===== src/design/msx_glue_pkg.sv =====
// ============================================================
// MSX glue shared definitions
// Widths, setting enums and video constants used by the SD,
// cassette and video blocks
// ============================================================

package msx_glue_pkg;

   // ============================================================
   // Widths
   // ============================================================
   typedef logic [63:0] img_size_t;
   typedef logic [27:0] ddr_addr_t;
   typedef logic [15:0] ioctl_index_t;
   typedef logic [11:0] video_dim_t;

   // 0 none, 1 hq2x, 2..4 CRT scanlines
   typedef logic [2:0] scale_fx_t;

   // ============================================================
   // Setting enums
   // ============================================================
   typedef enum logic [1:0] {
      ASPECT_ORIGINAL = 2'd0,
      ASPECT_FULL     = 2'd1,
      ASPECT_ARC1     = 2'd2,
      ASPECT_ARC2     = 2'd3
   } aspect_t;

   typedef enum logic {
      CAS_SRC_FILE = 1'b0,
      CAS_SRC_ADC  = 1'b1
   } cas_src_t;

   typedef enum logic {
      TAPE_EMPTY  = 1'b0,
      TAPE_LOADED = 1'b1
   } tape_state_t;

   // Download slot of the CAS file in the low 6 bits of the index
   localparam logic [5:0] CAS_IOCTL_INDEX = 6'd5;

   // Video constants
   localparam video_dim_t FULLHD_WIDTH  = 12'd1920;
   localparam video_dim_t FULLHD_HEIGHT = 12'd1080;
   localparam video_dim_t CROP_216P     = 12'd216;
   localparam video_dim_t ORIG_ARX      = 12'd4;
   localparam video_dim_t ORIG_ARY      = 12'd3;

endpackage

===== src/design/msx_glue_top.sv =====
// ============================================================
// MSX glue top level
// SD routing, cassette control and video setup around the
// MSX core
// ============================================================

`timescale 1ns/1ns

module msx_glue_top #(
   parameter int ACT_HOLD_CYCLES = 1_000_000
) (
   input  logic                       clock_bus,
   input  logic                       arst_n,

   // SD card
   input  logic                       img_mounted_sd,
   input  msx_glue_pkg::img_size_t    img_size,
   input  logic                       spi_clk,
   input  logic                       spi_mosi,
   input  logic                       sd_miso,
   input  logic                       vsd_miso,
   output logic                       sd_cs,
   output logic                       sd_sck,
   output logic                       sd_mosi,
   output logic                       spi_miso,
   output logic                       led_user,
   output logic [1:0]                 led_disk,

   // Cassette and DDR3
   input  logic                       ioctl_download,
   input  msx_glue_pkg::ioctl_index_t ioctl_index,
   input  logic                       tape_rewind,
   input  logic                       motor,
   input  msx_glue_pkg::cas_src_t     cas_src,
   input  logic                       cas_file_bit,
   input  logic                       tape_adc,
   input  logic                       tape_adc_act,
   input  logic                       loader_request,
   input  logic                       loader_rd,
   input  logic                       cas_rd,
   input  msx_glue_pkg::ddr_addr_t    loader_addr,
   input  msx_glue_pkg::ddr_addr_t    cas_addr,
   output logic                       play,
   output logic                       rewind,
   output logic                       cas_audio_in,
   output logic                       ddr3_rd,
   output msx_glue_pkg::ddr_addr_t    ddr3_addr,

   // Video
   input  msx_glue_pkg::video_dim_t   hdmi_width,
   input  msx_glue_pkg::video_dim_t   hdmi_height,
   input  logic                       forced_scandoubler,
   input  msx_glue_pkg::aspect_t      aspect,
   input  msx_glue_pkg::scale_fx_t    scale_fx,
   output msx_glue_pkg::video_dim_t   video_arx,
   output msx_glue_pkg::video_dim_t   video_ary,
   output msx_glue_pkg::video_dim_t   crop_size,
   output logic [1:0]                 vga_sl,
   output logic                       hq2x,
   output logic                       scandoubler
);

   sd_route #(
      .ACT_HOLD_CYCLES (ACT_HOLD_CYCLES)
   ) i_sd_route (
      .clock_bus      (clock_bus),
      .arst_n         (arst_n),
      .img_mounted_sd (img_mounted_sd),
      .img_size       (img_size),
      .spi_clk        (spi_clk),
      .spi_mosi       (spi_mosi),
      .sd_miso        (sd_miso),
      .vsd_miso       (vsd_miso),
      .sd_cs          (sd_cs),
      .sd_sck         (sd_sck),
      .sd_mosi        (sd_mosi),
      .spi_miso       (spi_miso),
      .led_user       (led_user),
      .led_disk       (led_disk)
   );

   tape_control i_tape_control (
      .clock_bus      (clock_bus),
      .arst_n         (arst_n),
      .ioctl_download (ioctl_download),
      .ioctl_index    (ioctl_index),
      .tape_rewind    (tape_rewind),
      .motor          (motor),
      .cas_src        (cas_src),
      .cas_file_bit   (cas_file_bit),
      .tape_adc       (tape_adc),
      .tape_adc_act   (tape_adc_act),
      .loader_request (loader_request),
      .loader_rd      (loader_rd),
      .cas_rd         (cas_rd),
      .loader_addr    (loader_addr),
      .cas_addr       (cas_addr),
      .play           (play),
      .rewind         (rewind),
      .cas_audio_in   (cas_audio_in),
      .ddr3_rd        (ddr3_rd),
      .ddr3_addr      (ddr3_addr)
   );

   video_setup i_video_setup (
      .clock_bus          (clock_bus),
      .arst_n             (arst_n),
      .hdmi_width         (hdmi_width),
      .hdmi_height        (hdmi_height),
      .forced_scandoubler (forced_scandoubler),
      .aspect             (aspect),
      .scale_fx           (scale_fx),
      .video_arx          (video_arx),
      .video_ary          (video_ary),
      .crop_size          (crop_size),
      .vga_sl             (vga_sl),
      .hq2x               (hq2x),
      .scandoubler        (scandoubler)
   );

endmodule


===== src/design/video_setup.sv =====
// ============================================================
// Video setup
// Aspect ratio, scanline and scaler decode plus the
// registered 1080p to 216p crop
// ============================================================

`timescale 1ns/1ns

module video_setup (
   input  logic                     clock_bus,
   input  logic                     arst_n,
   input  msx_glue_pkg::video_dim_t hdmi_width,
   input  msx_glue_pkg::video_dim_t hdmi_height,
   input  logic                     forced_scandoubler,
   input  msx_glue_pkg::aspect_t    aspect,
   input  msx_glue_pkg::scale_fx_t  scale_fx,
   output msx_glue_pkg::video_dim_t video_arx,
   output msx_glue_pkg::video_dim_t video_ary,
   output msx_glue_pkg::video_dim_t crop_size,
   output logic [1:0]               vga_sl,
   output logic                     hq2x,
   output logic                     scandoubler
);

   import msx_glue_pkg::*;

   logic en216p;

   // ============================================================
   // Aspect ratio
   // ============================================================
   always_comb begin
      if (aspect == ASPECT_ORIGINAL) begin
         video_arx = ORIG_ARX;
         video_ary = ORIG_ARY;
      end else begin
         // Small index values select the scaler's stored ratios
         video_arx = video_dim_t'(aspect) - video_dim_t'(1);
         video_ary = '0;
      end
   end

   // ============================================================
   // Scandoubler effects
   // ============================================================
   assign vga_sl      = (scale_fx != '0) ? 2'(scale_fx - 3'd1) : 2'd0;
   assign hq2x        = (scale_fx == 3'd1);
   assign scandoubler = (scale_fx != '0) | forced_scandoubler;

   // Crop only for plain 1080p output
   always_ff @(posedge clock_bus or negedge arst_n) begin
      if (!arst_n) begin
         en216p <= 1'b0;
      end else begin
         en216p <= (hdmi_width == FULLHD_WIDTH) &&
                   (hdmi_height == FULLHD_HEIGHT) &&
                   !forced_scandoubler &&
                   (scale_fx == '0);
      end
   end

   assign crop_size = en216p ? CROP_216P : '0;

endmodule


===== src/design/tape_control.sv =====
// ============================================================
// Cassette control
// Tape load latch, play and rewind, audio source select and
// DDR3 read port sharing with the ROM loader
// ============================================================

`timescale 1ns/1ns

module tape_control (
   input  logic                       clock_bus,
   input  logic                       arst_n,
   input  logic                       ioctl_download,
   input  msx_glue_pkg::ioctl_index_t ioctl_index,
   input  logic                       tape_rewind,
   input  logic                       motor,
   input  msx_glue_pkg::cas_src_t     cas_src,
   input  logic                       cas_file_bit,
   input  logic                       tape_adc,
   input  logic                       tape_adc_act,
   input  logic                       loader_request,
   input  logic                       loader_rd,
   input  logic                       cas_rd,
   input  msx_glue_pkg::ddr_addr_t    loader_addr,
   input  msx_glue_pkg::ddr_addr_t    cas_addr,
   output logic                       play,
   output logic                       rewind,
   output logic                       cas_audio_in,
   output logic                       ddr3_rd,
   output msx_glue_pkg::ddr_addr_t    ddr3_addr
);

   import msx_glue_pkg::*;

   tape_state_t tape_state;
   logic        cas_dl;
   logic        cas_dl_q;

   // CAS file download in progress
   assign cas_dl = ioctl_download & (ioctl_index[5:0] == CAS_IOCTL_INDEX);

   // ============================================================
   // Load latch
   // ============================================================
   always_ff @(posedge clock_bus or negedge arst_n) begin
      if (!arst_n) begin
         cas_dl_q   <= 1'b0;
         tape_state <= TAPE_EMPTY;
      end else begin
         cas_dl_q <= cas_dl;
         // Falling edge of the download marks the tape as loaded
         if (cas_dl_q && !cas_dl) begin
            tape_state <= TAPE_LOADED;
         end
      end
   end

   // Player runs while the motor line is low
   assign play   = (tape_state == TAPE_LOADED) & ~motor;
   assign rewind = tape_rewind | cas_dl | ~arst_n;

   // Audio input source
   always_comb begin
      if (cas_src == CAS_SRC_FILE) begin
         cas_audio_in = cas_file_bit;
      end else begin
         cas_audio_in = tape_adc & tape_adc_act;
      end
   end

   // ============================================================
   // DDR3 port sharing with loader priority
   // ============================================================
   assign ddr3_addr = loader_request ? loader_addr : cas_addr;
   assign ddr3_rd   = loader_request ? loader_rd   : cas_rd;

   a_play_needs_tape : assert property (
      @(posedge clock_bus) disable iff (!arst_n)
      play |-> (tape_state == TAPE_LOADED)
   );

endmodule


===== src/design/sd_route.sv =====
// ============================================================
// SD card routing
// Selects the virtual SD card or the physical SD pins and
// drives the disk and user activity LEDs
// ============================================================

`timescale 1ns/1ns

module sd_route #(
   parameter int ACT_HOLD_CYCLES = 1_000_000
) (
   input  logic                    clock_bus,
   input  logic                    arst_n,
   input  logic                    img_mounted_sd,
   input  msx_glue_pkg::img_size_t img_size,
   input  logic                    spi_clk,
   input  logic                    spi_mosi,
   input  logic                    sd_miso,
   input  logic                    vsd_miso,
   output logic                    sd_cs,
   output logic                    sd_sck,
   output logic                    sd_mosi,
   output logic                    spi_miso,
   output logic                    led_user,
   output logic [1:0]              led_disk
);

   import msx_glue_pkg::*;

   localparam int CNT_W = $clog2(ACT_HOLD_CYCLES + 1);
   localparam logic [CNT_W-1:0] HOLD_MAX = CNT_W'(ACT_HOLD_CYCLES);

   logic             vsd_sel;
   logic             old_mosi;
   logic             old_miso;
   logic [CNT_W-1:0] act_cnt;
   logic             sd_act;
   logic             spi_toggle;

   // Virtual card selected by any nonzero mounted image
   always_ff @(posedge clock_bus or negedge arst_n) begin
      if (!arst_n) begin
         vsd_sel <= 1'b0;
      end else if (img_mounted_sd) begin
         vsd_sel <= |img_size;
      end
   end

   // Pins are parked while the virtual card owns the bus
   assign sd_cs    = vsd_sel;
   assign sd_sck   = spi_clk & ~vsd_sel;
   assign sd_mosi  = spi_mosi & ~vsd_sel;
   assign spi_miso = vsd_sel ? vsd_miso : sd_miso;

   // ============================================================
   // Activity hold timer
   // ============================================================
   assign spi_toggle = (old_mosi ^ spi_mosi) | (old_miso ^ spi_miso);

   always_ff @(posedge clock_bus or negedge arst_n) begin
      if (!arst_n) begin
         old_mosi <= 1'b0;
         old_miso <= 1'b0;
         act_cnt  <= HOLD_MAX;
         sd_act   <= 1'b0;
      end else begin
         old_mosi <= spi_mosi;
         old_miso <= spi_miso;
         sd_act   <= (act_cnt < HOLD_MAX);
         // Restart on any data edge, else count up to the hold
         if (spi_toggle) begin
            act_cnt <= '0;
         end else if (act_cnt < HOLD_MAX) begin
            act_cnt <= act_cnt + 1'b1;
         end
      end
   end

   // LED of the active medium
   assign led_user = vsd_sel & sd_act;
   assign led_disk = {1'b1, ~vsd_sel & sd_act};

   a_no_pin_clk_on_vsd : assert property (
      @(posedge clock_bus) disable iff (!arst_n)
      vsd_sel |-> !sd_sck
   );

endmodule


===== config.mk =====
export PLATFORM = sky130hd
export DESIGN_NAME = msx_glue_top
export DESIGN_NICKNAME = d
export VERILOG_FILES = /design/src/design/msx_glue_pkg.sv /design/src/design/msx_glue_top.sv /design/src/design/video_setup.sv /design/src/design/tape_control.sv /design/src/design/sd_route.sv
export SDC_FILE = /design/constraint.sdc
export NUM_CORES = 1
export LEC_CHECK = 0
export ABC_AREA = 1
export BUFFER_PORTS_ARGS = -buffer_cell sky130_fd_sc_hd__buf_2
export CAP_MARGIN = 0
export CORE_AREA = 5 5 99 101
export CTS_BUF_LIST = sky130_fd_sc_hd__clkbuf_4
export CTS_CLUSTER_SIZE = 8
export DETAILED_ROUTE_END_ITERATION = 6
export DIE_AREA = 0 0 104 106
export GPL_ROUTABILITY_DRIVEN = 1
export PLACE_DENSITY = 0.7
export SYNTH_ARGS = -nofsm -noshare
export SYNTH_HDL_FRONTEND = slang
export SYNTH_HIERARCHICAL = 1
export SYNTH_SLANG_ARGS = --single-unit

===== constraint.sdc =====
create_clock -name clock_bus -period 1.95 [get_ports clock_bus]
set_clock_uncertainty 0.05 [all_clocks]
set_input_delay 0.39 -clock clock_bus [delete_from_list [all_inputs] [get_ports clock_bus]]
set_output_delay 0.39 -clock clock_bus [all_outputs]
set_load 0.005 [all_outputs]

==> flow_summary_export.csv <==
group,metric,value,unit
finish,num-nets-final,845,
clocking,ctsHoldBuffers,0,
worst_setup_path,critical_path_required,2.13,ns
place,dp_cells,767,
sta,layout_min_cycle_time,1.690,ns
outcome,status,"finished clean",
pwr,power.static_leakage,2.254,nW
global_routing,grt-ovfl-total,0,
synth,synth_top_family_by_area,"simple AND/OR/NAND/NOR gates",
drt,drt_first_iter_violations,155,
worst_setup_path,setup.reg_to_reg.worst_slack,0.26,ns
clocking,post_cts.resized_instances,0,
pwr,max-vdd-ir-drop,0.0001772,V
worst_setup_path,ff2ff_path_depth,9,
synth,netlist_area,0.002967,sq mm
worst_setup_path,crit_path_start_kind,"flop",
clocking,clk_path_buf_depth,2,
floorplanning,initial_utilization,33.21,%
synth,yosys_register_bits,27,
run,drv_cap,0,
clocking,worst_skew_pair.late_latency,0.34,ns
clocking,cts.sink_count,27,
place,dpl_cell_area,0.004040,sq mm
floorplanning,overall_die_width,104,um
finish,drive_above_1_share,46.06,%
drt,detailed_routing_iterations_pass_1,4,
sta,hold_viol_final,0,
drt,drt_wl_total,10420,um
sta,maxClockFrequency,0.5915,GHz
synth,synthTopCellsByArea,"sky130_fd_sc_hd__dfrtp_1 17%, sky130_fd_sc_hd__nand2_1 14%, sky130_fd_sc_hd__nor2_1 12%, sky130_fd_sc_hd__buf_4 8.6%, sky130_fd_sc_hd__mux2_2 7.2%",
global_routing,global_route_wire_length_before_repair,16240,um
synth,ys_seq_area_share,23.07,%
worst_setup_path,crit-reg2reg-capture,"i_sd_route/act_cnt[10]",
global_routing,grt_max_degree,30,
finish,fillerInstances,954,
clocking,cts.reportedPaths.clkPinSlew,0.16,ns
finish,area_delta_synth_final,37.37,%
global_routing,grt_pass1_vias,3311,
clocking,tritoncts,"done",
clocking,htree_num_levels,1,
worst_setup_path,timing_worst_setup_path_type,"flop to flop",
floorplanning,die_area,0.01102,sq mm
synth,synth_xor_area_share,1.771,%
pwr,power_density,325.4,mW/mm^2
sta,setup-tns-final,0,ns
floorplanning,placeableCoreArea,0.008934,sq mm
sta,period_share,86.69,%
synth,synth.distinct_cells,38,
hold_path,min_path_type,"primary input to asynchronous set/reset pin",
synth,postSynthAreaPerCell,6.712,sq um
synth,yosysTopAreaCell,"sky130_fd_sc_hd__dfrtp_1",
synth,post_synth_mux_area_share,12.27,%
clocking,clk_root_buffer_cell,"sky130_fd_sc_hd__clkbuf_4",
synth,netlist_instances,442,
worst_setup_path,cp-startpoint,"i_sd_route/act_cnt[16]",
drt,drtAntennaViolNets,0,
worst_setup_path,worst_r2r_startpoint,"i_sd_route/act_cnt[16]",
synth,synth_edf_count,0,
drt,routed_wire_length_per_instance,13.48,um
synth,post_synth_fa_ha_maj_area_fraction,0.4218,%
drt,detail_route.drc_violations,0,
finish,postLayoutCellArea,0.004075,sq mm
drt,detail_route.vias_per_cell,4.370,
synth,synth_simple_gate_area_share,41.12,%
place,finalWeightedCongestion,0.9383,
drt,vias,3378,
sta,rsz0062_at_grt,"no",
worst_setup_path,crit_fanout,19,
sta,setup_viol_count_final,0,
floorplanning,std_cell_rows,35,
clocking,cts_buffers,3,
finish,fin_cells,773,
synth,synth_top_area_share,16.87,%
synth,synth_async_sr_flop_share,100.0,%
synth,synth_ff_type,"sky130_fd_sc_hd__dfrtp_1",
worst_setup_path,crit_end,"i_sd_route/act_cnt[10]",
worst_setup_path,critical_path_endpoint_category,"flop",
worst_setup_path,worst_ep_arrival_time,1.87,ns
floorplanning,die_height,106,um
global_routing,globalRouteTotalUtil,17.96,%
place,port_buffers,223,
synth,yosysWarningCount,6,
place,dpl.hpwl,9242,um
sta,slew_violations,0,
synth,synth_compound_gate_area_share,3.332,%
floorplanning,io_pins,262,
clocking,post_cts.repair.setup_buffers,0,
global_routing,antenna_violations_before_repair,0,
==> metrics by stage <==
| stage | hold WS, ns | utilization [%] | setup WS, ns | power (mW) |
|---|---|---|---|---|
| floorplan | 0.04441 | - | 0.5149 | 0.8501 |
| global placement | 0.3813 | 45.22 | 0.3047 | 1.073 |
| detailed placement | 0.4047 | 45.22 | 0.2699 | 1.082 |
| CTS | 0.03148 | 45.56 | 0.2347 | 1.347 |
| global route | 0.02736 | 45.56 | 0.1123 | 1.423 |
| finish | 0.01164 | 45.62 | 0.2595 | 1.326 |
==> critical path: stages, from the launching register on <==
cell,delay (ns)
sky130_fd_sc_hd__dfstp_2,0.60
sky130_fd_sc_hd__nand2_1,0.07
sky130_fd_sc_hd__inv_2,0.07
sky130_fd_sc_hd__nand2_1,0.06
sky130_fd_sc_hd__nor2_2,0.14
sky130_fd_sc_hd__nand2_4,0.09
sky130_fd_sc_hd__nand2_8,0.14
sky130_fd_sc_hd__nand2_2,0.16
sky130_fd_sc_hd__nand2_1,0.12
sky130_fd_sc_hd__nand2_1,0.05
==> sequential cells by signal (all words and copies together) (netlist names) <==
| name | flops |
|---|---|
| i_sd_route/act_cnt | 20 |
| i_tape_control/tape_state | 1 |
| i_sd_route/sd_cs | 1 |
| i_sd_route/old_miso | 1 |
| i_tape_control/cas_dl_q | 1 |
| i_sd_route/sd_act | 1 |
| i_sd_route/old_mosi | 1 |
| i_video_setup/en216p | 1 |
==> cells in the final DEF, fill, tap and decap left out, types with 2 or more instances in the layout <==
cell	instances
sky130_fd_sc_hd__nand4_1	3
sky130_fd_sc_hd__conb_1	28
sky130_fd_sc_hd__nand2_1	113
sky130_fd_sc_hd__o21ai_1	6
sky130_fd_sc_hd__o21bai_1	2
sky130_fd_sc_hd__buf_4	4
sky130_fd_sc_hd__xor2_1	4
sky130_fd_sc_hd__inv_2	6
sky130_fd_sc_hd__nand3_1	30
sky130_fd_sc_hd__xnor2_1	2
sky130_fd_sc_hd__nand3_4	2
sky130_fd_sc_hd__nor3_1	2
sky130_fd_sc_hd__dfstp_2	7
sky130_fd_sc_hd__nand3_2	5
sky130_fd_sc_hd__o21ai_2	2
sky130_fd_sc_hd__buf_2	223
sky130_fd_sc_hd__nor2_1	93
sky130_fd_sc_hd__nor2_2	7
sky130_fd_sc_hd__mux2_4	10
sky130_fd_sc_hd__clkbuf_4	3
sky130_fd_sc_hd__mux2_2	19
sky130_fd_sc_hd__nand2_2	6
sky130_fd_sc_hd__nand3b_1	2
sky130_fd_sc_hd__o21ai_0	3
sky130_fd_sc_hd__diode_2	2
sky130_fd_sc_hd__inv_1	45
sky130_fd_sc_hd__nand2_4	2
sky130_fd_sc_hd__dfrtp_1	20
==> logic make-up after synthesis <==
logic type / count (synthesis)
and+or+nand+nor: 270
muxes: 29
other: 2
DFF: 27
AOI/OAI and AO/OA: 15
adders and majority gates: 1
buffers and inverters: 92
xor gates and xnor gates: 6
==> cells in the mapped netlist, types with 3 or more instances <==
library cell	number
sky130_fd_sc_hd__nand2_2	6
sky130_fd_sc_hd__buf_6	3
sky130_fd_sc_hd__mux2_4	10
sky130_fd_sc_hd__buf_4	34
sky130_fd_sc_hd__nand4_1	3
sky130_fd_sc_hd__mux2_2	19
sky130_fd_sc_hd__nand3_2	5
sky130_fd_sc_hd__nand3_1	30
sky130_fd_sc_hd__dfstp_2	7
sky130_fd_sc_hd__inv_1	45
sky130_fd_sc_hd__o21ai_1	6
sky130_fd_sc_hd__inv_2	6
sky130_fd_sc_hd__nand2_1	113
sky130_fd_sc_hd__nor2_1	93
sky130_fd_sc_hd__o21ai_0	3
sky130_fd_sc_hd__dfrtp_1	20
sky130_fd_sc_hd__xor2_1	4
sky130_fd_sc_hd__nor2_2	7
==> power breakdown <==
part / internal [mW] / switching [mW]
Sequential: 0.569 / 0.0109
Combinational: 0.266 / 0.225
Clock: 0.0786 / 0.177
Total: 0.914 / 0.412
==> how the worst min path moves through the flow <==
stage                             from                   endpoint  slack, ns  cells past startpoint
2_1_floorplan                   arst_n      i_sd_route/act_cnt[0]       0.04                      0
3_3_place_gp   i_tape_control/cas_dl_q  i_tape_control/tape_state       0.38                      2
3_5_place_dp   i_tape_control/cas_dl_q  i_tape_control/tape_state       0.40                      2
4_1_cts                         arst_n     i_sd_route/act_cnt[11]       0.03                      2
5_1_grt                         arst_n     i_sd_route/act_cnt[11]       0.03                      2
6_report                        arst_n      i_sd_route/act_cnt[1]       0.01                      2
==> area by class of cell <==
class / count / area [sq um] / area share [%]
Clock buffer: 3 / 22.52 / 0.5527
Sequential cell: 27 / 684.4 / 16.79
Inverter: 52 / 197.7 / 4.851
Clock inverter: 1 / 7.507 / 0.1842
Tap cell: 111 / 138.9 / 3.408
Antenna cell: 2 / 5.005 / 0.1228
Multi-Input combinational cell: 349 / 1853 / 45.47
Timing Repair Buffer: 228 / 1166 / 28.62
==> per-layer routing <==
metal / vias to the layer above / part of all wire, % / global-route usage [%] / routed length, um
met4: 0 / 1.2 / 2.683 / 124
li1: 1748 / - / - / -
met5: - / 0 / 0 / 0
met2: 175 / 47 / 31.06 / 4930
met3: 10 / 8.8 / 4.007 / 915
met1: 1445 / 43 / 23.38 / 4452
No activity file was read; power rests on OpenSTA's default activity.
